File: src/munoc_pkg.sv
// Shared definitions for the master network interface
// Address, data, permit and node widths
// Forward and backward flit structs, flit kind enum
// Master request struct and address field helpers

package munoc_pkg;

	// ****************************************
	// Widths
	// ****************************************

	// Platform byte address
	typedef logic [31:0] addr_t;

	// Node data word
	typedef logic [31:0] data_t;

	// One write permit per byte of data_t
	typedef logic [3:0] permit_t;

	// Network node number
	typedef logic [3:0] node_id_t;

	// Word index inside a node
	typedef logic [25:0] word_addr_t;

	// Address fields
	localparam int unsigned NODE_MSB = 31;
	localparam int unsigned NODE_LSB = 28;
	localparam int unsigned WORD_MSB = 27;
	localparam int unsigned WORD_LSB = 2;

	// ****************************************
	// Flits
	// ****************************************

	typedef enum logic [1:0] {
		head_read,
		head_write,
		write_data,
		read_resp
	} flit_kind_t;

	// Forward flit, master side to slave side
	// Payload is the address on a head flit and the write data on a data flit
	typedef struct packed {
		logic       valid;
		flit_kind_t kind;
		node_id_t   dest;
		permit_t    permit;
		data_t      payload;
	} fni_flit_t;

	// Backward flit carrying read data
	typedef struct packed {
		logic  valid;
		logic  error;
		data_t payload;
	} bni_flit_t;

	// One request from the local master
	typedef struct packed {
		addr_t   addr;
		logic    write;
		data_t   wdata;
		permit_t permit;
	} rlmq_req_t;

	// Destination node of an address
	function automatic node_id_t addr_node(input addr_t addr);
		return addr[NODE_MSB:NODE_LSB];
	endfunction

	// Word index of an address
	function automatic word_addr_t addr_word(input addr_t addr);
		return addr[WORD_MSB:WORD_LSB];
	endfunction

endpackage

File: src/munoc_req_packetizer.sv
// Request packetizer
// Accepts master requests under credit and comm_disable control
// Emits one head flit per request and one data flit per write

`timescale 1ns/1ps

module munoc_req_packetizer (
	input  logic                 clk_network,
	input  logic                 arst_n,
	input  logic                 comm_disable,
	input  logic                 rlmq_valid,
	input  munoc_pkg::rlmq_req_t rlmq_req,
	input  logic                 read_credit,
	input  logic                 fni_ready,
	output logic                 rlmq_ready,
	output munoc_pkg::fni_flit_t fni_link,
	output logic                 read_issued
);

	typedef enum logic {
		send_head,
		send_data
	} pkt_state_t;

	pkt_state_t           state;
	logic                 flit_valid;
	munoc_pkg::fni_flit_t flit_q;
	munoc_pkg::data_t     wdata_q;
	munoc_pkg::permit_t   permit_q;
	logic                 idle;
	logic                 accept;
	logic                 flit_fire;

	// Reads need a free credit, writes are posted
	assign idle        = (state == send_head) && !flit_valid;
	assign rlmq_ready  = idle && !comm_disable && (read_credit || rlmq_req.write);
	assign accept      = rlmq_valid && rlmq_ready;
	assign read_issued = accept && !rlmq_req.write;
	assign flit_fire   = flit_valid && fni_ready;

	// ****************************************
	// FSM
	// ****************************************

	always_ff @(posedge clk_network or negedge arst_n) begin
		if (!arst_n) begin
			state      <= send_head;
			flit_valid <= 1'b0;
		end else if (accept) begin
			flit_valid <= 1'b1;
			if (rlmq_req.write) begin
				state <= send_data;
			end else begin
				state <= send_head;
			end
		end else if (flit_fire) begin
			// A write head is replaced by its data flit, anything else ends the request
			if (flit_q.kind != munoc_pkg::head_write) begin
				flit_valid <= 1'b0;
				state      <= send_head;
			end
		end
	end

	// Flit and request payload
	always_ff @(posedge clk_network) begin
		if (accept) begin
			flit_q.valid   <= 1'b1;
			flit_q.dest    <= munoc_pkg::addr_node(rlmq_req.addr);
			flit_q.permit  <= '0;
			flit_q.payload <= rlmq_req.addr;
			if (rlmq_req.write) begin
				flit_q.kind <= munoc_pkg::head_write;
			end else begin
				flit_q.kind <= munoc_pkg::head_read;
			end
			wdata_q  <= rlmq_req.wdata;
			permit_q <= rlmq_req.permit;
		end else if (flit_fire && (flit_q.kind == munoc_pkg::head_write)) begin
			flit_q.kind    <= munoc_pkg::write_data;
			flit_q.permit  <= permit_q;
			flit_q.payload <= wdata_q;
		end
	end

	always_comb begin
		fni_link       = flit_q;
		fni_link.valid = flit_valid;
	end

	// Offered flit holds until the forward link takes it
	a_fni_stable: assert property (
		@(posedge clk_network) disable iff (!arst_n)
		fni_link.valid && !fni_ready |=> fni_link.valid && $stable(fni_link)
	);

endmodule

File: config.mk
export PLATFORM = sky130hd
export DESIGN_NAME = munoc_req_packetizer
export DESIGN_NICKNAME = d
export VERILOG_FILES = /design/src/munoc_pkg.sv /design/src/munoc_req_packetizer.sv
export SDC_FILE = /design/constraint.sdc
export NUM_CORES = 1
export LEC_CHECK = 0
export BUFFER_PORTS_ARGS = -buffer_cell sky130_fd_sc_hd__buf_4
export CORE_MARGIN = 2
export CORE_UTILIZATION = 52
export DETAILED_ROUTE_END_ITERATION = 7
export PLACE_DENSITY = 0.85
export SYNTH_ARGS = -nofsm -noshare
export SYNTH_HDL_FRONTEND = slang
export SYNTH_SLANG_ARGS = --single-unit
File: constraint.sdc
create_clock -name clk_network -period 5.94 [get_ports clk_network]
set_input_delay 1.782 -clock clk_network [delete_from_list [all_inputs] [get_ports clk_network]]
set_output_delay 1.782 -clock clk_network [all_outputs]
set_load 0.05 [all_outputs]
# ---- Yosys cells after proc, flatten, opt, wreduce, memory -nomap -nowiden
# Cells that the tools add are included.
dict set report word_totals {
  regBits 80
  out_inout_bits 45
  word_cells 36
}
dict set report classes {
  eq_ne 2
  mux 10
  bitwise 1
  n_reduce_logical 15
}
# op n
set ops {}
lappend ops {{2-to-1 mux 32 bit} 2}
lappend ops {{logical AND 1 bit} 7}
lappend ops {{2-to-1 mux 1 bit} 6}
lappend ops {{nonzero test 2 bit} 3}
lappend ops {{2-to-1 mux 2 bit} 2}
lappend ops {{logical NOT 1 bit} 3}
lappend ops {{equality test 2 x 1 -> 1 bit, second input constant} 1}
lappend ops {{inequality test 2 x 1 -> 1 bit, second input constant} 1}
lappend ops {{AND reduction 2 bit} 1}
lappend ops {{logical OR 1 bit} 1}
lappend ops {{inverter 1 bit} 1}

# ---- Depth between registers and ports, before layout
dict set report depth {
  ltp_word 7
  mapped_depth 5
  ltp_nobuf 4
}

# ---- Least setup slack after synthesis
# OpenSTA, ideal clock, no wires.
dict set report synth_timing {
  path_type {input to output}
  startpoint {input comm_disable}
  endpoint {output rlmq_ready}
  arrival_ns 3.281
  setup_slack_ns 0.877
  path_stages 1
  path_buffers 0
  path_cell_list {nor4_1}
}
dict set report synth_via {
  elab_chain_len 3
}
# item line
set synth_lines {}
lappend synth_lines {{start, declared} munoc_req_packetizer.sv:10} ;# input logic comm_disable,
lappend synth_lines {{logical NOT 1 bit} munoc_req_packetizer.sv:36} ;# assign rlmq_ready = idle && !comm_disable && (read_credit || rlmq_req.write);
lappend synth_lines {{logical AND 1 bit (2 in a row)} munoc_req_packetizer.sv:36}
lappend synth_lines {{end, declared} munoc_req_packetizer.sv:15} ;# output logic rlmq_ready,
# No other way between the ends.

# ---- Worst setup path in the final report
dict set report layout_timing {
  startpoint {input rlmq_req[36] (netlist bit)}
  endpoint {output read_issued}
}
dict set report layout_via {
  elab_chain_len 4
  word_cells_on_any_way 5
  classes_between {reduce/logical: 5}
}
# item line
set layout_lines {}
lappend layout_lines {{start, declared} munoc_req_packetizer.sv:12} ;# input munoc_pkg::rlmq_req_t rlmq_req,
lappend layout_lines {{logical OR 1 bit} munoc_req_packetizer.sv:36}
lappend layout_lines {{logical AND 1 bit} munoc_req_packetizer.sv:36}
lappend layout_lines {{logical AND 1 bit} munoc_req_packetizer.sv:37} ;# assign accept = rlmq_valid && rlmq_ready;
lappend layout_lines {{logical AND 1 bit *} munoc_req_packetizer.sv:38} ;# assign read_issued = accept && !rlmq_req.write;
lappend layout_lines {{end, declared} munoc_req_packetizer.sv:17} ;# output logic read_issued
# Every way passes the cells marked *; elsewhere a longest branch is shown, timed or not.

==> metrics.txt <==
async set-or-reset flop fraction in the synthesized netlist=0.0250; final clock period utilization by the worst path=0.823; area growth from synthesis to final layout=38.4%; worst endpoint required time=4.16 ns; share of the yosys chip area belonging to registers=0.776; Initial Util=0.544; Internal Dissipation=1140 uW; first-pass GRT wire length=8660 um; number of setup violations in the final report=0; number of rows in the core area=27; Starting DRT DRC Count=94; antenna diode count=0; EDFF count, synth=74; Max Clock Freq=205 MHz; sink of the worst hold path=fni_link[34]; Synthesis Warnings=0; dominant cell type by area after synthesis=sky130_fd_sc_hd__edfxtp_1; Remaining DRCs=0; critical path start-end classification=in -> out; Leak=0.00181 uW; most common cell after layout, fill and taps aside=sky130_fd_sc_hd__buf_4; half-perimeter wire length after detailed placement=4070 um; maximum number of pins on one net before global-route repair=37; Area contributors post-synth=sky130_fd_sc_hd__edfxtp_1 (73%), sky130_fd_sc_hd__mux2_4 (13%), sky130_fd_sc_hd__dfxtp_1 (2.6%); Antenna Nets Post-Route=0; Period minus WS final=4.89 ns; Worst IR Drop VDD=0.000278 V; Cell Count Post-Placement=326; Routed Wire Length=5680 um; result of the run=finished, final reports clean; Avg Synthesized Cell Area=22.0 um^2; net count of the mapped netlist=213; class of the worst hold path=reg -> reg; Overall Global Routing Usage=0.188; Hold Path Depth=2; worst skew pair latency=0.34 ns; Post-CTS Hold Fix Bufs=0; critical-path cell with the highest stage delay=sky130_fd_sc_hd__or4_4; beginning of the worst register-to-register path=flit_valid; number of detailed-routing iterations run before antenna repair=4; CTS tree=done; Worst Path Max Fanout=36; maximum root-to-sink buffer count=2; Slew HR=0.579; clk sinks=80; Cell Chain, Critical Path=buf_4 > nor2_1 > or4_4 > nor2_1 > buf_4; critical path endpoint category=primary output; synthesized instance count=138; Worst Clk Skew=0.0108 ns; clock slew at reported path FFs=0.08 ns; relative contribution of the clock network to total power=0.295; Post-Layout Inst Area=0.00420 mm^2; critical path's top delay family=simple AND/OR/NAND/NOR gates; die span in y=80.4 um; drt via density=4.99; post-CTS setup buffer count=0; Core Footprint=0.00557 mm^2; number of global-route vias before repair=1,798; reg2reg path depth=4; number of library cell types mapped by synthesis=20; Pwr Density=383 mW/mm^2; worst reg-to-reg setup slack=3.33 ns; buffers and inverters on the worst path=2; fin cells=342; crit start category=input pin; die outline area=0.00646 mm^2; cell at the root of the clock tree=sky130_fd_sc_hd__clkbuf_8; PortBufs=119; Sw Ratio=0.293; unrepaired setup endpoints after global routing=false; Total Neg Setup Slack=0 ns; overall die width=80.4 um; endpoint of the worst register-to-register path=wdata_q[4]; antenna violations before repair=0; instance area after placement=0.00395 mm^2; Worst EP arrival=3.10 ns; Synth top area share=0.733; GRT overflow=0; Hold Startpoint=permit_q[2]; count of vias placed by the detailed router=1,707; Net Switching=471 uW; Largest stage delay, worst path=0.77 ns; part of the power in combinational logic=0.249; Syn Std Cell Area=0.00303 mm^2; final-stage net count=340; most used flip-flop cell after synthesis=sky130_fd_sc_hd__edfxtp_1; commonest non-fill, non-tap cells in the layout=sky130_fd_sc_hd__buf_4 (121), sky130_fd_sc_hd__edfxtp_1 (74), sky130_fd_sc_hd__mux2_4 (27), sky130_fd_sc_hd__clkbuf_8 (9), sky130_fd_sc_hd__nor2_1 (6); flops & latches, synth=80; Avg WL per Cell=16.6 um; final number of hold-violating endpoints=0; H-tree level count=3; Max Cap Violations=0; Worst Tran Pin Value=0.631 ns; share of final-layout standard cells stronger than drive strength 1=0.637; final weighted congestion of routability-driven global placement=0.715; final count of pins violating max slew=0; number of buffers added by the clock tree synthesis step=9; number of ports placed on the die boundary=120; CTS resizes=0; fraction of power consumed by sequential logic=0.457
## layout make-up
| type | count | area, um^2 |
|---|---|---|
| clock buffer | 9 | 124 |
| tap | 72 | 90.1 |
| inverter | 1 | 3.75 |
| timing repair buffer | 121 | 908 |
| clock inverter | 7 | 120 |
| sequential | 80 | 2350 |
| multi-input combinational | 52 | 597 |
| fill | 344 | 1380 |
## synthesized netlist by cell type (2+ instances only)
cell type                  number
sky130_fd_sc_hd__dfxtp_1        4
sky130_fd_sc_hd__mux2_4        27
sky130_fd_sc_hd__nor2_1         6
sky130_fd_sc_hd__mux2i_1        4
sky130_fd_sc_hd__mux2_2         5
sky130_fd_sc_hd__edfxtp_1      74
sky130_fd_sc_hd__dfrtp_1        2
sky130_fd_sc_hd__buf_12         3
sky130_fd_sc_hd__nand2b_1       2
## worst min-delay path, delay by kind of cell, from the launching register on
kind	cells	cell delay, ns
flops	1	0.32
simple gates	1	0.08
mux	1	0.06
## stage by stage
stage               setup WS (ns)  utilization  hold WS [ns]  power [uW]
finish                       1.05        0.753         0.494        1610
global route                0.967        0.753         0.536        1670
CTS                          1.04        0.753         0.497        1620
detailed placement           1.04        0.709         0.480        1150
global placement             1.05        0.709         0.460        1140
floorplan                   0.877            -         0.453        1030
## per-layer routing
metal  track usage  share of wire  vias to the layer above
met5             0              0                        -
met4        0.0610         0.0090                        0
met3        0.0663          0.092                        5
met2         0.341           0.53                       88
met1         0.204           0.37                      828
li1              -              -                      786
## registers in the layout, indices dropped and copies added (netlist names)
| name | flops |
|---|---|
| flit_valid | 1 |
| wdata_q | 32 |
| permit_q | 4 |
| fni_link | 42 |
| state | 1 |
## kinds of logic (layout without fill, tap and decap cells)
| family | count (synthesis) | count (layout) | share of synthesized area |
|---|---|---|---|
| buffers and inverters | 6 | 138 | 0.0272 |
| muxes | 36 | 36 | 0.165 |
| DFF | 80 | 80 | 0.776 |
| and+or+nand+nor | 14 | 14 | 0.0256 |
| AOI/OAI and AO/OA | 2 | 2 | 0.00578 |
## worst max-delay path by stage
| stage | from | end | slack, ns | depth (start not counted) |
|---|---|---|---|---|
| finish | rlmq_req[36] | read_issued | 1.05 | 5 |
| global route | rlmq_req[36] | read_issued | 0.97 | 5 |
| CTS | rlmq_req[36] | read_issued | 1.04 | 5 |
| detailed placement | rlmq_req[36] | read_issued | 1.04 | 5 |
| global placement | comm_disable | read_issued | 1.05 | 4 |
| floorplan | comm_disable | rlmq_ready | 0.88 | 1 |
## power groups by stage
stage                     Sequential, uW  Combinational, uW  Clock (uW)
after floorplan                      879                153           0
after global placement               743                396           0
after detailed placement             746                405           0
after CTS                            735                405         479
after global routing                 742                419         506
final                                734                400         474
Power figures use the tool's default switching activity.
