**src/munoc_pkg.sv**
```systemverilog
// Shared definitions for the master network interface
// Address, data, permit and node widths
// Forward and backward flit structs, flit kind enum
// Master request struct and address field helpers

package munoc_pkg;

	// ****************************************
	// Widths
	// ****************************************

	// Platform byte address
	typedef logic [31:0] addr_t;

	// Node data word
	typedef logic [31:0] data_t;

	// One write permit per byte of data_t
	typedef logic [3:0] permit_t;

	// Network node number
	typedef logic [3:0] node_id_t;

	// Word index inside a node
	typedef logic [25:0] word_addr_t;

	// Address fields
	localparam int unsigned NODE_MSB = 31;
	localparam int unsigned NODE_LSB = 28;
	localparam int unsigned WORD_MSB = 27;
	localparam int unsigned WORD_LSB = 2;

	// ****************************************
	// Flits
	// ****************************************

	typedef enum logic [1:0] {
		head_read,
		head_write,
		write_data,
		read_resp
	} flit_kind_t;

	// Forward flit, master side to slave side
	// Payload is the address on a head flit and the write data on a data flit
	typedef struct packed {
		logic       valid;
		flit_kind_t kind;
		node_id_t   dest;
		permit_t    permit;
		data_t      payload;
	} fni_flit_t;

	// Backward flit carrying read data
	typedef struct packed {
		logic  valid;
		logic  error;
		data_t payload;
	} bni_flit_t;

	// One request from the local master
	typedef struct packed {
		addr_t   addr;
		logic    write;
		data_t   wdata;
		permit_t permit;
	} rlmq_req_t;

	// Destination node of an address
	function automatic node_id_t addr_node(input addr_t addr);
		return addr[NODE_MSB:NODE_LSB];
	endfunction

	// Word index of an address
	function automatic word_addr_t addr_word(input addr_t addr);
		return addr[WORD_MSB:WORD_LSB];
	endfunction

endpackage

```
**src/munoc_link_buffer.sv**
```systemverilog
// Link buffer
// Circular flit FIFO forming one network hop, valid/ready on both sides

`timescale 1ns/1ps

module munoc_link_buffer #(
	parameter type         flit_t          = munoc_pkg::fni_flit_t,
	parameter int unsigned NUM_LINK_BUFFER = 2
) (
	input  logic  clk_network,
	input  logic  arst_n,
	input  flit_t in_link,
	input  logic  out_ready,
	output logic  in_ready,
	output flit_t out_link
);

	localparam int unsigned PTR_W = (NUM_LINK_BUFFER > 1) ? $clog2(NUM_LINK_BUFFER) : 1;
	localparam int unsigned CNT_W = $clog2(NUM_LINK_BUFFER + 1);

	typedef logic [PTR_W-1:0] ptr_t;
	typedef logic [CNT_W-1:0] cnt_t;

	flit_t slots [NUM_LINK_BUFFER];
	ptr_t  wr_ptr;
	ptr_t  rd_ptr;
	cnt_t  count;
	logic  push;
	logic  pop;

	function automatic ptr_t next_ptr(input ptr_t ptr);
		if (ptr == ptr_t'(NUM_LINK_BUFFER - 1)) begin
			return '0;
		end
		return ptr + 1'b1;
	endfunction

	assign in_ready = (count != cnt_t'(NUM_LINK_BUFFER));
	assign push     = in_link.valid && in_ready;
	assign pop      = out_link.valid && out_ready;

	always_ff @(posedge clk_network or negedge arst_n) begin
		if (!arst_n) begin
			wr_ptr <= '0;
			rd_ptr <= '0;
			count  <= '0;
		end else begin
			if (push) begin
				wr_ptr <= next_ptr(wr_ptr);
			end
			if (pop) begin
				rd_ptr <= next_ptr(rd_ptr);
			end
			if (push && !pop) begin
				count <= count + 1'b1;
			end else if (pop && !push) begin
				count <= count - 1'b1;
			end
		end
	end

	always_ff @(posedge clk_network) begin
		if (push) begin
			slots[wr_ptr] <= in_link;
		end
	end

	// Oldest flit offered downstream
	always_comb begin
		out_link       = slots[rd_ptr];
		out_link.valid = (count != '0);
	end

	// A flit refused by a full buffer stays offered unchanged, so nothing is lost
	a_no_write_full: assert property (
		@(posedge clk_network) disable iff (!arst_n)
		in_link.valid && !in_ready |=> in_link.valid && $stable(in_link)
	);

endmodule

```
**config.mk**
```make
export PLATFORM = sky130hd
export DESIGN_NAME = munoc_link_buffer
export DESIGN_NICKNAME = d
export VERILOG_FILES = /design/src/munoc_pkg.sv /design/src/munoc_link_buffer.sv
export SDC_FILE = /design/constraint.sdc
export NUM_CORES = 1
export LEC_CHECK = 0
export ABC_AREA = 1
export ABC_CLOCK_PERIOD_IN_PS = 4200
export BUFFER_PORTS_ARGS = -buffer_cell sky130_fd_sc_hd__buf_4
export CAP_MARGIN = 20
export CORE_MARGIN = 1
export CORE_UTILIZATION = 35
export CTS_CLUSTER_DIAMETER = 100
export DETAILED_ROUTE_END_ITERATION = 8
export SETUP_SLACK_MARGIN = 0.15
export SLEW_MARGIN = 20
export SYNTH_ARGS = -nofsm -noshare
export SYNTH_HDL_FRONTEND = slang
export SYNTH_SLANG_ARGS = --single-unit
export TNS_END_PERCENT = 5
```
**constraint.sdc**
```tcl
create_clock -name clk_network -period 4.2 [get_ports clk_network]
set_clock_uncertainty 0.15 [all_clocks]
set_input_delay 0.42 -clock clk_network [delete_from_list [all_inputs] [get_ports clk_network]]
set_output_delay 0.42 -clock clk_network [all_outputs]
set_load 0.02 [all_outputs]
```
* Word level (Yosys, flattened, before mapping)
Memory sizes are Yosys's and may differ from the RTL's. Index checks and enable logic that the tools add are counted. Widths: inputs -> output; s select.
Operators by class: add/sub/neg operators 4, eq/ne operators 1, multiplexer cells 12, reductions and logical operators 8
Operator list (count):
- $mux 1 | 10
- $logic_and 1x1->1 | 4
- $mux 2 | 2
- $reduce_bool 2->1 | 2
- $add 1x1->1 const B | 2
- $add 2x1->2 const B | 1
- $logic_not 1->1 | 2
- $ne 2x2->1 const B | 1
- $sub 2x1->2 const B | 1
Storage, ports and cells: register bits after elaboration 4, RAM bits 86, input port bits 46, output and inout port bits 44, word-level logic and storage cells 29, memories kept 1
Memory list:
- slots | words 2, bits a word 43, read ports 1, clocked after Yosys merged registers in 0, wr ports 1, line munoc_link_buffer.sv:24 | flit_t slots [NUM_LINK_BUFFER];

* Logic depth before layout (Yosys ltp)
Gate-level depths: netlist (run 1).
depth in word-level cells 6, gate-level depth with buffers 10, mapped depth without buffers 10

* Worst setup path before layout (run 1)
No wires, ideal clock.
path kind reg2reg, start point reg count[0], end point mem slots[0][0] (netlist name) (enable), library setup time 441 ps, data arrival time 2425 ps, slack 1183 ps, stages on the path, launching flop included 5, path buffers 0, clock period less this slack 3017 ps, cells stage by stage dfrtp_1 inv_2 nand2_2 nand2_2 nor2_1
Between the ends: word-level cells in the longest chain between the ends 4
RTL lines:
- start: declaration | line munoc_link_buffer.sv:27 | cnt_t count;
- start signal: assignment | line munoc_link_buffer.sv:55 | count <= count + 1'b1;
- start signal: assignment | line munoc_link_buffer.sv:57 | count <= count - 1'b1;
- $ne 2x2->1 | line munoc_link_buffer.sv:38 | assign in_ready = (count != cnt_t'(NUM_LINK_BUFFER));
- named net in_ready | line munoc_link_buffer.sv:14 | output logic in_ready,
- $logic_and 1x1->1 | line munoc_link_buffer.sv:39 | assign push = in_link.valid && in_ready;
- $mux 1 | line munoc_link_buffer.sv:63 | if (push) begin
- $mux 1 (implied by the code) | line munoc_link_buffer.sv:64 | slots[wr_ptr] <= in_link;
- end: declaration | line munoc_link_buffer.sv:24
The timed path passes the listed nets, and every way through them passes these cells.

==> metrics.cfg, run 1 <==
[status]
status=complete, no violations

[route]
top_layer=met4
wl_per_cell_um=12.0
vias_per_cell=4.17
wirelength_um=5720
wl_met3_um=327
wirelength_met1_um=2520
drtIter0Drc=66
num_vias=1981
dr.pass1.iters=4
antenna_left=0
wl_met2_um=2790
drcViolationCount=0

[floorplanning]
die_area_um2=10100
start_util=0.365
die_h_um=100
die_w_um=100
rows=35
coreArea_um2=9280
io-pin-count=90

[grt]
overflow=0
grt_pass1_wl_um=8950
antenna_found_initial=0
grt_pass1_vias=1901
grt_max_degree=45
grt_usage=0.120

[power_and_ir_drop]
switching_share=0.364
p_comb_frac=0.382
power_mw=3.10
seqPwrFrac=0.428
peakVddDrop_uv=296
p_switching_mw=1.13
p_clk_frac=0.190
power.internal_mw=1.97
powerDensity_nw_per_um2=714
power_leakage_nw=1.84

[placed_design]
dpl.hpwl_um=3550
gp_congestion=0.747
port_buffers=89
preCtsSetupSlack_ns=1.93

[yosys]
synthSimpleGateAreaFrac=0.175
synth_area_per_cell_um2=13.7
netlist_area_um2=3390
synth_cell_types=16
synth_cells=248
ys_ff_latch=88
synthXorXnorAreaFrac=0.00517
synth_compound_gate_area_share=0
synth_nets=295
synthMuxAreaShare=0
ys_seq_area_frac=0.775
synth_top_family_by_area=simple AND/OR/NAND/NOR gates
yosysWarnings=0
yosys.area_share.adder=0.00370

[worst_setup_path]
start_kind=flop
crit_top_cell=nand2_1
reg2reg_from=count[0]
cp-end-kind=output pin
critPathLaunch=rd_ptr
reg2reg_to=slots[0][32]
max_stage_delay_ns=0.96
crit_type=flop to output pin
arrival_ns=2.02
cp_data_required_time_ns=3.63
reg2reg_slack_ns=2.13
worstSetupEndpoint=out_link[20]
reg2regPathDepth=5
path_cells=inv_8 > nand2_1 > nand2_1 > buf_4
cp_slowest_cell=dfrtp_2
path_max_fanout=44

[layout]
drive_gt1_frac=0.379
layout_common_cells=nand2_1 (113), buf_4 (91), edfxtp_1 (84)
nNetsFinal=389
n_antenna_cell=0
area_growth_syn_to_layout_pct=28.5
layout_commonest_cell=nand2_1
postLayoutCoreUtil=0.468

[clock_network]
clockRootBuffer=clkbuf_8
cts.path.max_buffers=2
cts_buffers=9
path_clk_slew_ns=0.08
cts.sink_count=88
ctsResizeCount=0
clk-insertion-delay-late_ns=0.34
cts_tree=done
h-tree-depth=3

[timing]
hold_viol=0
setup_ws_ns=1.61
rsz0062_at_grt=no
relSlewSlack=0.399
setup_viol=0
worstMarginPinSlew_ns=0.902
fmax_ghz=0.386
fin_setup_tns_ns=0
hold-worst-slack_ns=0.110
fin_crit_ns=2.59
fin_crit_sh=0.616
drv_slew=0

[worst_hold_path]
min_path_cells=1
worst_hold_path_type=primary input to flop

[flow_run]
max-cap-violations=0

## how the worst min path moves through the flow
stage / slack [ns] / startpoint / end
floorplan: -0.03 / arst_n / count[0]
global placement: 0.07 / arst_n / count[1]
detailed placement: 0.07 / arst_n / count[0]
CTS: 0.09 / in_link[10] / slots[0][10]
global route: 0.08 / in_link[10] / slots[0][10]
finish: 0.11 / in_link[12] / slots[1][12]
## logic make-up after synthesis
logic type | after synthesis
XOR/XNOR | 2
adder cells (fa/ha/maj) | 1
flip-flops | 88
buffers and inverters | 16
AND/OR/NAND/NOR | 141
## flip-flops by register name (all words and copies together), names as in the netlist
register and flops:
slots 84, rd_ptr 1, wr_ptr 1, count 2
## timing repair
action | CTS | global route
setup buffers | 0 | 0
endpoints found under the hold margin | 4 | 0
hold buffers | 1 | 0
## metrics by stage
step,cell area [µm²],cells
detailed placement,4140,459
global route,4350,475
global placement,4140,459
CTS,4350,475
floorplan,3390,248
finish,4350,475
## critical path, delay by kind of cell, from the launching register on
family,cells,cell delay (ns)
buffers and inverters,2,0.46
DFF,1,0.96
and+or+nand+nor,2,0.23
## power by group through the flow
stage	clock [mW]	sequential, mW	combinational [mW]
after floorplan	0	1.28	0.847
after CTS	0.611	1.34	1.22
final	0.589	1.33	1.19
after global routing	0.637	1.36	1.30
after detailed placement	0	1.35	1.21
after global placement	0	1.35	1.21
## Yosys cell counts
library cell	n	area [µm²]
xor2_1	1	8.76
nand2_1	113	424
nand3_1	2	10.0
xnor2_1	1	8.76
buf_4	3	22.5
dfrtp_1	4	100
buf_12	2	40.0
inv_8	1	11.3
ha_1	1	12.5
nand2_2	23	144
edfxtp_1	84	2520
inv_2	1	3.75
inv_1	5	18.8
nor2_1	2	7.51
nand4_1	1	6.26
buf_6	4	45.0
## layout make-up
cell class,instances,area (µm²)
clock buffers,10,128
clock inverters,5,72.6
fillers,847,4930
inverters,7,33.8
multi-input cells,144,637
flip-flops and latches,88,2620
well taps,129,161
repair buffers,92,693
## per-layer routing
metal,vias up,global-route usage
li1,1008,-
met1,911,0.133
met2,56,0.208
met3,6,0.0474
met4,0,0.0468
met5,-,0
Power figures use the tool's default switching activity.
==> run 2, diff against run 1 <==
--- a/config.mk
+++ b/config.mk
@@ -6,7 +6,7 @@
 export NUM_CORES = 1
 export LEC_CHECK = 0
 export ABC_AREA = 1
-export ABC_CLOCK_PERIOD_IN_PS = 4200
+export ABC_CLOCK_PERIOD_IN_PS = 2340
 export BUFFER_PORTS_ARGS = -buffer_cell sky130_fd_sc_hd__buf_4
 export CAP_MARGIN = 20
 export CORE_MARGIN = 1
==> constraint.sdc (replaced) <==
create_clock -name clk_network -period 2.34 [get_ports clk_network]
set_clock_uncertainty 0.15 [all_clocks]
set_input_delay 0.234 -clock clk_network [delete_from_list [all_inputs] [get_ports clk_network]]
set_output_delay 0.234 -clock clk_network [all_outputs]
set_load 0.02 [all_outputs]
==> run 2 against run 1 <==
  * Sequential cell count unchanged
  * Global-route usage increased by 1.4 points
  * Non-clock buffer count increased by 47
  * Total power is 81% higher
  * Sequential power increased by 74%
  * First-iteration DRC count increased by 24%
  * Worst setup slack worse by 1.2 ns
  * Routed wire length grew 12%
  * Highest routed layer unchanged
==> metrics.cfg, run 2 (same netlist as run 1, synthesis figures left out) <==
[power_and_ir_drop]
power_leakage_nw=2.04  ; +11%
powerDensity_nw_per_um2=1170  ; +64%
peakVddDrop_uv=543  ; +83%

[layout]
largest_reg_flops=84  ; unchanged
n_antenna_cell=0  ; unchanged
nNetsFinal=436  ; +12%
reg.largest.list=slots (84), count (2)
drive_gt1_frac=0.350  ; -0.0284
fillers=854  ; +0.83%
max_flop_register=slots
layout_commonest_cell=nand2_1
layout_common_cells=nand2_1 (113), buf_4 (95), edfxtp_1 (84)
area_growth_syn_to_layout_pct=41.9

[floorplanning]
die_h_um=100  ; unchanged
rows=35  ; unchanged
start_util=0.365  ; unchanged
coreArea_um2=9280  ; unchanged
die_area_um2=10100  ; unchanged
io-pin-count=90  ; unchanged
die_w_um=100  ; unchanged

[worst_hold_path]
worst_hold_path_type=primary input to asynchronous set/reset pin

[timing]
drv_slew=0  ; unchanged
setup_viol=0  ; unchanged
setup_ws_ns=0.403  ; -1.21 ns
rsz0062_at_grt=no
worstMarginPinSlew_ns=0.381  ; -0.521 ns
fin_crit_sh=0.828
fmax_ghz=0.516
fin_setup_tns_ns=0  ; unchanged
hold-worst-slack_ns=0.0599  ; -0.0497 ns
fin_crit_ns=1.94
hold_viol=0  ; unchanged
relSlewSlack=0.746  ; +0.347

[placed_design]
port_buffers=89  ; unchanged
gp_congestion=0.700  ; -6.4%
preCtsSetupSlack_ns=0.738  ; -1.19 ns
dpl.hpwl_um=3900  ; +9.8%

[route]
num_vias=2195  ; +11%
wl_per_cell_um=12.2  ; +1.3%
antenna_left=0  ; unchanged
drtIter0Drc=82  ; +24%
vias_per_cell=4.20  ; +0.63%
dr.pass1.iters=4  ; unchanged
drcViolationCount=0  ; unchanged
wirelength_um=6380  ; +12%

[grt]
grt_pass1_vias=2204  ; +16%
grt_max_degree=44  ; -2.2%
overflow=0  ; unchanged
antenna_found_initial=0  ; unchanged
grt_pass1_wl_um=10000  ; +12%
grt_usage=0.135  ; +0.0143

[worst_setup_path]
path_cells=buf_4 > nand2_1 > nand2_1 > buf_4
start_kind=flop
cp_slowest_cell=dfrtp_2
arrival_ns=1.55  ; -0.47 ns
path_max_fanout=17  ; -61%
crit_type=flop to output pin
cp-end-kind=output pin
max_stage_delay_ns=0.61  ; -0.35 ns
cp_data_required_time_ns=1.96  ; -1.67 ns

[clock_network]
ctsResizeCount=0  ; unchanged
clk-insertion-delay-late_ns=0.35  ; about the same
cts.path.max_buffers=2  ; unchanged
cts.sink_count=88  ; unchanged
cts_tree=done
h-tree-depth=3  ; unchanged
post_cts_buffers=0  ; unchanged
ctsHoldBuffers=44  ; +43
clockRootBuffer=clkbuf_8
cts_buffers=9  ; unchanged
path_clk_slew_ns=0.09  ; about the same

[status]
status=complete, no violations

[flow_run]
max-cap-violations=0  ; unchanged

run 2: cell types whose count changed in the layout (fill, tap and decap cells not counted), sizes merged:
cell / change
buf: +4
bufinv: -1
clkbuf: -1
clkinv: +1
dlygate4sd3: +43
inv: +2
run 2: layer usage:
| layer | vias up | track usage | routed length (µm) |
|---|---|---|---|
| met1 | 1007 | 0.145 | 2560 |
| li1 | 1107 | - | - |
| met3 | 9 | 0.0418 | 357 |
| met5 | - | 0 | 0 |
| met2 | 72 | 0.247 | 3380 |
| met4 | 0 | 0.0502 | 86 |
run 2: worst paths after layout:
path                              from      endpoint  slack (ns)  cells after the start
min in group clk_network   in_link[42]        wr_ptr        0.11                      3
max in group asynchronous       arst_n        rd_ptr        1.86                      2
hold reg to reg               count[0]      count[0]        0.37                      1
setup reg to reg              count[0]      count[1]        0.72                      9
setup / recovery                rd_ptr  out_link[18]        0.40                      4
hold / removal                  arst_n      count[0]        0.06                      2
run 2: final cells by class:
class | instances | area, µm² | area share
Clock buffer | 9 | 124 | 0.0258
Multi-Input combinational cell | 144 | 637 | 0.133
Tap cell | 129 | 161 | 0.0336
Clock inverter | 7 | 70.1 | 0.0146
Inverter | 7 | 33.8 | 0.00703
Sequential cell | 88 | 2620 | 0.546
Timing Repair Buffer | 139 | 1150 | 0.240
run 2: metrics by stage:
step                      utilization  instance area [µm²]  total power, mW  cells
after floorplan                     -                 3390             3.81    248
after global placement          0.449                 4170             4.60    463
after detailed placement        0.449                 4170             4.63    463
after CTS                       0.517                 4800             5.73    523
after global routing            0.517                 4800             5.99    523
final                           0.517                 4800             5.63    523
run 2: power breakdown:
group / leakage, nW / switching, mW / total (mW) / internal [mW]
clock: 0.101 / 0.523 / 1.02 / 0.496
sequential: 0.828 / 0.156 / 2.31 / 2.15
combinational: 1.11 / 1.42 / 2.30 / 0.880
total: 2.04 / 2.10 / 5.63 / 3.53
run 2: worst max-delay path: cells and delay by family (launching register included):
| kind | cells | cell delay [ns] |
|---|---|---|
| buffers and inverters | 2 | 0.43 |
| flip-flops | 1 | 0.61 |
| AND/OR/NAND/NOR | 2 | 0.15 |
